### src/logic/up_pkg.sv
package up_pkg;

   localparam int WORD_W = 8;
   localparam int NIB_W  = 4;

   typedef logic [WORD_W-1:0] word_t;
   typedef logic [NIB_W-1:0]  nibble_t;

   localparam word_t PC_RESET  = 8'h08;   // Byte 4, high nibble
   localparam word_t SP_RESET  = 8'hFF;
   localparam int    BOOT_REGS = 4;

   typedef enum logic [3:0] {
      OP_ADD  = 4'b0000, OP_SUB   = 4'b0001, OP_MUL = 4'b0010, OP_NAND = 4'b0011,
      OP_SW01 = 4'b0100, OP_SW12  = 4'b0101, OP_SW23 = 4'b0110, OP_BE  = 4'b0111,
      OP_POPC = 4'b1000, OP_PUSHC = 4'b1001, OP_POP = 4'b1010, OP_PUSH = 4'b1011,
      OP_LDW  = 4'b1100, OP_STW   = 4'b1101, OP_REF = 4'b1110, OP_INT  = 4'b1111
   } opcode_t;

   // Arithmetic and swap codes line up with the low opcode bits
   typedef enum logic [3:0] {
      ALU_ADD, ALU_SUB, ALU_MUL, ALU_NAND,
      ALU_XOR01, ALU_XOR12, ALU_XOR23, ALU_ZERO, ALU_MEM
   } alu_op_t;

   typedef enum logic [2:0] {ADDR_BOOT, ADDR_FETCH, ADDR_SP, ADDR_SP_INC, ADDR_R3} addr_sel_t;

   typedef enum logic [2:0] {PTR_HOLD, PTR_PC_INC, PTR_PC_LOAD_R3, PTR_SP_INC, PTR_SP_DEC} ptr_op_t;

   typedef struct packed {
      alu_op_t   alu_op;
      logic [1:0] rb_sel;
      logic      rb_we;
      ptr_op_t   ptr_op;
      logic      ir_we;
      logic      mem_start;
      logic      mem_write;
      addr_sel_t addr_sel;
      logic [1:0] boot_idx;
      logic      wdata_from_r2;
   } ctrl_word_t;

   typedef struct packed {
      word_t   pc;
      word_t   sp;
      nibble_t ir;
      logic    pc_odd;
   } ptr_bus_t;

   typedef struct packed {
      word_t r2;
      word_t r3;
   } reg_bus_t;

   localparam ctrl_word_t CTRL_IDLE = '{
      alu_op: ALU_ZERO, rb_sel: 2'd0, rb_we: 1'b0, ptr_op: PTR_HOLD, ir_we: 1'b0,
      mem_start: 1'b0, mem_write: 1'b0, addr_sel: ADDR_BOOT, boot_idx: 2'd0,
      wdata_from_r2: 1'b0
   };

endpackage

### src/logic/reg_bank.sv
`timescale 1ns/1ns

module reg_bank (
   input  logic               clk,
   input  logic               nRst,
   input  up_pkg::ctrl_word_t ctrl,
   input  up_pkg::word_t      rd_data,
   output up_pkg::reg_bus_t   regs,
   output logic               eq
);
   import up_pkg::*;

   word_t r [0:3];
   word_t result;

   always_comb begin
      case (ctrl.alu_op)
         ALU_ADD:   result = r[1] + r[2];
         ALU_SUB:   result = r[1] - r[2];
         ALU_MUL:   result = r[1] * r[2];    // Upper product bits are dropped
         ALU_NAND:  result = ~(r[1] & r[2]);
         ALU_XOR01: result = r[0] ^ r[1];
         ALU_XOR12: result = r[1] ^ r[2];
         ALU_XOR23: result = r[2] ^ r[3];
         ALU_MEM:   result = rd_data;
         default:   result = '0;
      endcase
   end

   assign eq   = (r[1] == r[2]);
   assign regs = '{r2: r[2], r3: r[3]};

   always_ff @(posedge clk or negedge nRst) begin
      if (!nRst) begin
         r[0] <= '0;
         r[1] <= '0;
         r[2] <= '0;
         r[3] <= '0;
      end else if (ctrl.rb_we) begin
         r[ctrl.rb_sel] <= result;
      end
   end

endmodule

### src/logic/ptr_unit.sv
`timescale 1ns/1ns

module ptr_unit (
   input  logic               clk,
   input  logic               nRst,
   input  up_pkg::ctrl_word_t ctrl,
   input  up_pkg::word_t      rd_data,
   input  up_pkg::word_t      r3,
   output up_pkg::ptr_bus_t   ptr
);
   import up_pkg::*;

   word_t   pc;   // Counts nibbles
   word_t   sp;
   nibble_t ir;

   assign ptr = '{pc: pc, sp: sp, ir: ir, pc_odd: pc[0]};

   always_ff @(posedge clk or negedge nRst) begin
      if (!nRst) begin
         pc <= PC_RESET;
         sp <= SP_RESET;
         ir <= '0;
      end else begin
         case (ctrl.ptr_op)
            PTR_PC_INC:     pc <= pc + 8'd1;
            PTR_PC_LOAD_R3: pc <= r3;
            PTR_SP_INC:     sp <= sp + 8'd1;
            PTR_SP_DEC:     sp <= sp - 8'd1;
            default: ;
         endcase

         // High nibble runs first
         if (ctrl.ir_we)
            ir <= ptr.pc_odd ? rd_data[3:0] : rd_data[7:4];
      end
   end

endmodule

### src/logic/mem_port.sv
`timescale 1ns/1ns

module mem_port (
   input  logic               clk,
   input  logic               nRst,
   input  up_pkg::ctrl_word_t ctrl,
   input  up_pkg::ptr_bus_t   ptr,
   input  up_pkg::reg_bus_t   regs,
   output logic               mem_req,
   output logic               mem_write,
   output up_pkg::word_t      mem_addr,
   output up_pkg::word_t      mem_wdata,
   input  logic               mem_ack,
   input  up_pkg::word_t      mem_rdata,
   output up_pkg::word_t      rd_data,
   output logic               mem_done
);
   import up_pkg::*;

   typedef enum logic [1:0] {P_IDLE, P_REQ, P_ACK_LOW} port_state_t;

   port_state_t st;
   word_t       next_addr;
   logic        launch;

   always_comb begin
      case (ctrl.addr_sel)
         ADDR_FETCH:  next_addr = {1'b0, ptr.pc[7:1]};   // Two instructions per byte
         ADDR_SP:     next_addr = ptr.sp;
         ADDR_SP_INC: next_addr = ptr.sp + 8'd1;
         ADDR_R3:     next_addr = regs.r3;
         default:     next_addr = {6'd0, ctrl.boot_idx};
      endcase
   end

   assign launch   = (st == P_IDLE) && ctrl.mem_start;
   assign mem_done = (st == P_ACK_LOW) && !mem_ack;

   always_ff @(posedge clk or negedge nRst) begin
      if (!nRst) begin
         st        <= P_IDLE;
         mem_req   <= 1'b0;
         mem_write <= 1'b0;
      end else begin
         case (st)
            P_IDLE: if (launch) begin
               mem_req   <= 1'b1;
               mem_write <= ctrl.mem_write;
               st        <= P_REQ;
            end
            P_REQ: if (mem_ack) begin
               mem_req   <= 1'b0;
               mem_write <= 1'b0;
               st        <= P_ACK_LOW;
            end
            P_ACK_LOW: if (!mem_ack) st <= P_IDLE;   // Next request may follow
            default: st <= P_IDLE;
         endcase
      end
   end

   always_ff @(posedge clk) begin
      if (launch) begin
         mem_addr  <= next_addr;
         mem_wdata <= ctrl.wdata_from_r2 ? regs.r2 : '0;
      end
      if (st == P_REQ && mem_ack && !mem_write)
         rd_data <= mem_rdata;
   end

endmodule

### src/logic/seq_control.sv
`timescale 1ns/1ns

module seq_control (
   input  logic               clk,
   input  logic               nRst,
   input  up_pkg::ptr_bus_t   ptr,
   input  logic               eq,
   input  logic               mem_done,
   output up_pkg::ctrl_word_t ctrl
);
   import up_pkg::*;

   typedef enum logic [2:0] {S_BOOT, S_FETCH, S_DECODE, S_EX1, S_EX2, S_EX3} state_t;

   state_t     state;
   state_t     state_n;
   logic       busy;      // An access is in flight on the memory port
   logic [1:0] boot_cnt;
   logic       go;
   opcode_t    op;
   logic [1:0] pair_lo;

   assign go      = busy & mem_done;
   assign op      = opcode_t'(ptr.ir);
   assign pair_lo = ptr.ir[1:0];   // Lower register of the swapped pair

   always_comb begin
      ctrl    = CTRL_IDLE;
      state_n = state;
      case (state)
         S_BOOT: begin
            ctrl.addr_sel  = ADDR_BOOT;
            ctrl.boot_idx  = boot_cnt;
            ctrl.mem_start = !busy;
            ctrl.alu_op    = ALU_MEM;
            ctrl.rb_sel    = boot_cnt;
            ctrl.rb_we     = go;
            if (go && boot_cnt == 2'(BOOT_REGS - 1))
               state_n = S_FETCH;
         end
         S_FETCH: begin
            ctrl.addr_sel  = ADDR_FETCH;
            ctrl.mem_start = !busy;
            if (go)
               state_n = S_DECODE;
         end
         S_DECODE: begin
            ctrl.ir_we  = 1'b1;         // Nibble is picked from the old pc
            ctrl.ptr_op = PTR_PC_INC;
            state_n     = S_EX1;
         end
         S_EX1: begin
            state_n = S_FETCH;
            case (op)
               OP_ADD, OP_SUB, OP_MUL, OP_NAND: begin
                  ctrl.alu_op = alu_op_t'({2'b00, pair_lo});
                  ctrl.rb_sel = 2'd0;
                  ctrl.rb_we  = 1'b1;
               end
               OP_SW01, OP_SW12, OP_SW23: begin
                  ctrl.alu_op = alu_op_t'({2'b01, pair_lo});
                  ctrl.rb_sel = pair_lo;
                  ctrl.rb_we  = 1'b1;
                  state_n     = S_EX2;
               end
               OP_BE: begin
                  if (eq)
                     ctrl.ptr_op = PTR_PC_LOAD_R3;
               end
               OP_PUSH: begin
                  ctrl.addr_sel      = ADDR_SP;
                  ctrl.mem_write     = 1'b1;
                  ctrl.wdata_from_r2 = 1'b1;
                  ctrl.mem_start     = !busy;
                  state_n            = go ? S_EX2 : S_EX1;
               end
               OP_POP, OP_LDW, OP_REF: begin
                  // Read into r2, or into r0 for REF
                  ctrl.addr_sel  = (op == OP_POP) ? ADDR_SP_INC : (op == OP_LDW) ? ADDR_R3 : ADDR_BOOT;
                  ctrl.mem_start = !busy;
                  ctrl.alu_op    = ALU_MEM;
                  ctrl.rb_sel    = (op == OP_REF) ? 2'd0 : 2'd2;
                  ctrl.rb_we     = go;
                  if (go && op == OP_POP)
                     ctrl.ptr_op = PTR_SP_INC;
                  state_n = go ? S_FETCH : S_EX1;
               end
               OP_STW: begin
                  ctrl.addr_sel      = ADDR_R3;
                  ctrl.mem_write     = 1'b1;
                  ctrl.wdata_from_r2 = 1'b1;
                  ctrl.mem_start     = !busy;
                  state_n            = go ? S_FETCH : S_EX1;
               end
               OP_POPC, OP_PUSHC, OP_INT: state_n = S_FETCH;   // No-ops
               default: state_n = S_FETCH;
            endcase
         end
         S_EX2: begin
            state_n = S_FETCH;
            if (op == OP_SW01 || op == OP_SW12 || op == OP_SW23) begin
               ctrl.alu_op = alu_op_t'({2'b01, pair_lo});
               ctrl.rb_sel = pair_lo + 2'd1;
               ctrl.rb_we  = 1'b1;
               state_n     = S_EX3;
            end else if (op == OP_PUSH) begin
               ctrl.ptr_op = PTR_SP_DEC;
            end
         end
         S_EX3: begin
            ctrl.alu_op = alu_op_t'({2'b01, pair_lo});
            ctrl.rb_sel = pair_lo;
            ctrl.rb_we  = 1'b1;
            state_n     = S_FETCH;
         end
         default: state_n = S_FETCH;
      endcase
   end

   always_ff @(posedge clk or negedge nRst) begin
      if (!nRst) begin
         state    <= S_BOOT;
         busy     <= 1'b0;
         boot_cnt <= 2'd0;
      end else begin
         state <= state_n;
         if (ctrl.mem_start)
            busy <= 1'b1;
         else if (go)
            busy <= 1'b0;
         if (state == S_BOOT && go)
            boot_cnt <= boot_cnt + 2'd1;
      end
   end

endmodule

### src/logic/up_core.sv
`timescale 1ns/1ns

module up_core (
   input  logic          clk,
   input  logic          nRst,
   output logic          mem_req,
   output logic          mem_write,
   output up_pkg::word_t mem_addr,
   output up_pkg::word_t mem_wdata,
   input  logic          mem_ack,
   input  up_pkg::word_t mem_rdata
);
   import up_pkg::*;

   ctrl_word_t ctrl;
   ptr_bus_t   ptr;
   reg_bus_t   regs;
   word_t      rd_data;
   logic       eq;
   logic       mem_done;

   seq_control u_seq (
      .clk      (clk),
      .nRst     (nRst),
      .ptr      (ptr),
      .eq       (eq),
      .mem_done (mem_done),
      .ctrl     (ctrl)
   );

   reg_bank u_regs (
      .clk     (clk),
      .nRst    (nRst),
      .ctrl    (ctrl),
      .rd_data (rd_data),
      .regs    (regs),
      .eq      (eq)
   );

   ptr_unit u_ptr (
      .clk     (clk),
      .nRst    (nRst),
      .ctrl    (ctrl),
      .rd_data (rd_data),
      .r3      (regs.r3),
      .ptr     (ptr)
   );

   mem_port u_port (
      .clk       (clk),
      .nRst      (nRst),
      .ctrl      (ctrl),
      .ptr       (ptr),
      .regs      (regs),
      .mem_req   (mem_req),
      .mem_write (mem_write),
      .mem_addr  (mem_addr),
      .mem_wdata (mem_wdata),
      .mem_ack   (mem_ack),
      .mem_rdata (mem_rdata),
      .rd_data   (rd_data),
      .mem_done  (mem_done)
   );

endmodule

### config.mk
export PLATFORM = sky130hd
export DESIGN_NAME = up_core
export DESIGN_NICKNAME = d
export VERILOG_FILES = /design/src/logic/up_pkg.sv /design/src/logic/reg_bank.sv /design/src/logic/ptr_unit.sv /design/src/logic/mem_port.sv /design/src/logic/seq_control.sv /design/src/logic/up_core.sv
export SDC_FILE = /design/constraint.sdc
export NUM_CORES = 1
export LEC_CHECK = 0
export BUFFER_PORTS_ARGS = -buffer_cell sky130_fd_sc_hd__buf_2
export CAP_MARGIN = 20
export CORE_MARGIN = 2
export CORE_UTILIZATION = 50
export CTS_CLUSTER_SIZE = 12
export DETAILED_ROUTE_END_ITERATION = 10
export PLACE_DENSITY = 0.68
export SYNTH_ARGS = -nofsm -noshare
export SYNTH_HDL_FRONTEND = slang
export SYNTH_HIERARCHICAL = 1
export SYNTH_SLANG_ARGS = --single-unit
### constraint.sdc
create_clock -name clk -period 4.3 [get_ports clk]
set_input_delay 0.645 -clock clk [delete_from_list [all_inputs] [get_ports clk]]
set_output_delay 0.645 -clock clk [all_outputs]
set_load 0.02 [all_outputs]
==> results.tsv <==
metric	value	unit
maxcap violations	0	
Synth Net Count	805	
# diodes	0	
average cell area after synthesis	9.16	um2
CTS root buffer	clkbuf_16	
R2R depth	14	
period utilization	96.2	%
Slew HR	37.7	%
Post-layout nets	838	
Fin. Hold Viols	0	
vias in the first global route	5583	
crit path time final	4.14	ns
Placer Congestion	0.970	
outcome	finished, final reports clean	
final setup margin	0.162	ns
Mapped Cells	740	
Final ANT Viol Nets	0	
clock skew	0.00964	ns
Fmax	242	MHz
Placement Setup Slack	-0.104	ns
CTS tree	done	
DIE WIDTH	120	um
Lkg Pwr	3.17	nW
number of I/O port buffers	28	
synth warn	6	
die height	120	um
final core occ	56.3	%
Synth Cell Area	6780	um2
pwr dens	635	nW/um2
largest fanout on the critical path	5	
r2r setup slk	0.16	ns
fin. max-slew vios	0	
top-level I/O count	29	
Max Buffers Root-to-Sink	2	
Power, Total	4.74	mW
residual DRC count	0	
Crit path required time	4.51	ns
Final Non-Filler Cells	954	
Critical Path Sink Type	flop	
TritonCTS Buffers	9	
worst hold-check path type	in -> async	
R2R Path End	u_regs/r[23]	
CTS sink cnt	86	
Starting Density	51.2	%
row cnt	42	
routed len/inst	18.2	um
first-pass GRT wire length	28500	um
# H-tree levels	3	
clk slew on worst S/H paths	0.07	ns
Setup violations, final	0	
area grow syn2layout	10.1	%
pin count of the biggest net entering global routing	39	
DP HPWL	13100	um
initial antenna violation count	0	
core footprint	13200	um2
CP Launch Type	flop	
GR Overflow Total	0	
Vias/cell	5.93	
routed wire length	17400	um
Initial DRC Count	517	
Pre-antenna DRT Iters	5	
maximum vdd drop	329	uV
Die ar.	14500	um2
Vias	5661	
Global Route Usage Sum	25.2	%
Critical Path AT	4.35	ns
FF-to-FF Start	u_regs/regs[10]	
share of cells above drive strength 1	19.0	%
cts hold-fix bufs	0	
slew of the pin with the lowest slew margin	0.931	ns
Skew-Pair Late Insertion Delay	0.35	ns
Setup Crit Path Kind	reg -> reg	
cell count after placement	934	
metal layers:
layer | vias to the layer above | GRT usage, % | wire (um)
met5 | - | 0 | 0
met4 | 0 | 9.01 | 396
met3 | 37 | 5.80 | 1450
met2 | 236 | 38.8 | 7890
met1 | 2720 | 34.8 | 7640
li1 | 2668 | - | -
per-stage QoR:
step	TNS, ns	hold WS [ns]	area [um2]
detailed placement	-0.369	0.485	7100
CTS	0	0.425	7410
global placement	-0.0897	0.478	7100
floorplan	0	0.349	6780
finish	0	0.411	7460
global route	-0.0867	0.461	7460
area by class of cell:
type,instances,area (um2)
clock buffers,9,225
clock inverters,7,70.1
fillers,1221,5780
inverters,41,154
multi-input cells,563,4030
flip-flops and latches,86,2290
well taps,176,220
repair buffers,72,470
report_power, final:
part / internal (mW) / leakage [nW] / switching, mW
sequential: 1.07 / 0.997 / 0.241
clock: 0.453 / 0.148 / 0.348
combinational: 1.02 / 2.02 / 1.60
how the worst max path moves through the flow:
stage | from | endpoint | slack (ns) | depth (start not counted)
floorplan | u_regs/r[17] | u_regs/regs[15] | 0.01 | 16
global placement | u_regs/regs[11] | u_regs/regs[15] | -0.03 | 14
detailed placement | u_regs/regs[10] | u_regs/r[23] | -0.10 | 15
CTS | u_regs/regs[11] | u_regs/r[23] | 0.008 | 14
global route | u_regs/r[17] | u_regs/regs[15] | -0.03 | 15
finish | u_regs/regs[10] | u_regs/r[23] | 0.16 | 14
critical path: stages (launching register included):
cell and delay [ns]:
dfrtp_2 0.44, and2_1 0.19, fa_1 0.58, ha_4 0.21
fa_1 0.53, inv_1 0.06, fa_1 0.54, inv_1 0.05
ha_1 0.31, a21oi_2 0.14, xnor3_1 0.23, xnor3_1 0.25
nor3_2 0.06, a211oi_2 0.29, a21oi_1 0.12
state kept, by name, indices dropped and copies added, names as in the netlist:
name	count
u_seq/state	3
u_port/mem_write	1
u_regs/r	16
u_seq/busy	1
u_port/mem_wdata	8
u_seq/boot_cnt	2
u_regs/regs	16
u_port/mem_addr	8
u_port/st	2
u_ptr/ir	4
u_port/rd_data	8
u_ptr/pc	8
u_port/mem_req	1
u_ptr/sp	8
placed cells by master, fill, tap and decap left out, types with 4 or more instances in the layout:
master / n
nand2b_1: 10
a21oi_1: 57
a22oi_1: 11
or3_1: 4
and3_1: 4
o21ai_0: 17
mux2i_1: 16
clkbuf_16: 9
xor2_1: 20
o22ai_1: 12
inv_1: 38
nand3_1: 20
ha_1: 37
nor4_1: 4
and2_1: 18
buf_4: 44
o211ai_1: 8
nand4_1: 4
nor3b_1: 7
dfrtp_1: 50
nor2_1: 58
o21ai_1: 20
xnor2_1: 33
edfxtp_1: 24
nor3_1: 12
dfstp_2: 9
fa_1: 12
nor2b_1: 10
a21o_1: 6
nand2_2: 5
a31oi_1: 15
and2_2: 5
nand2_1: 65
or2_2: 4
buf_2: 28
what timing repair did:
item,in CTS,in global routing
gates cloned,0,0
setup buffers,1,3
setup endpoints to repair,4,4
gates resized for setup,3,7
hold endpoints to repair,0,0
pin swaps,2,5
Note: power is estimated with default switching activity, not from simulation.
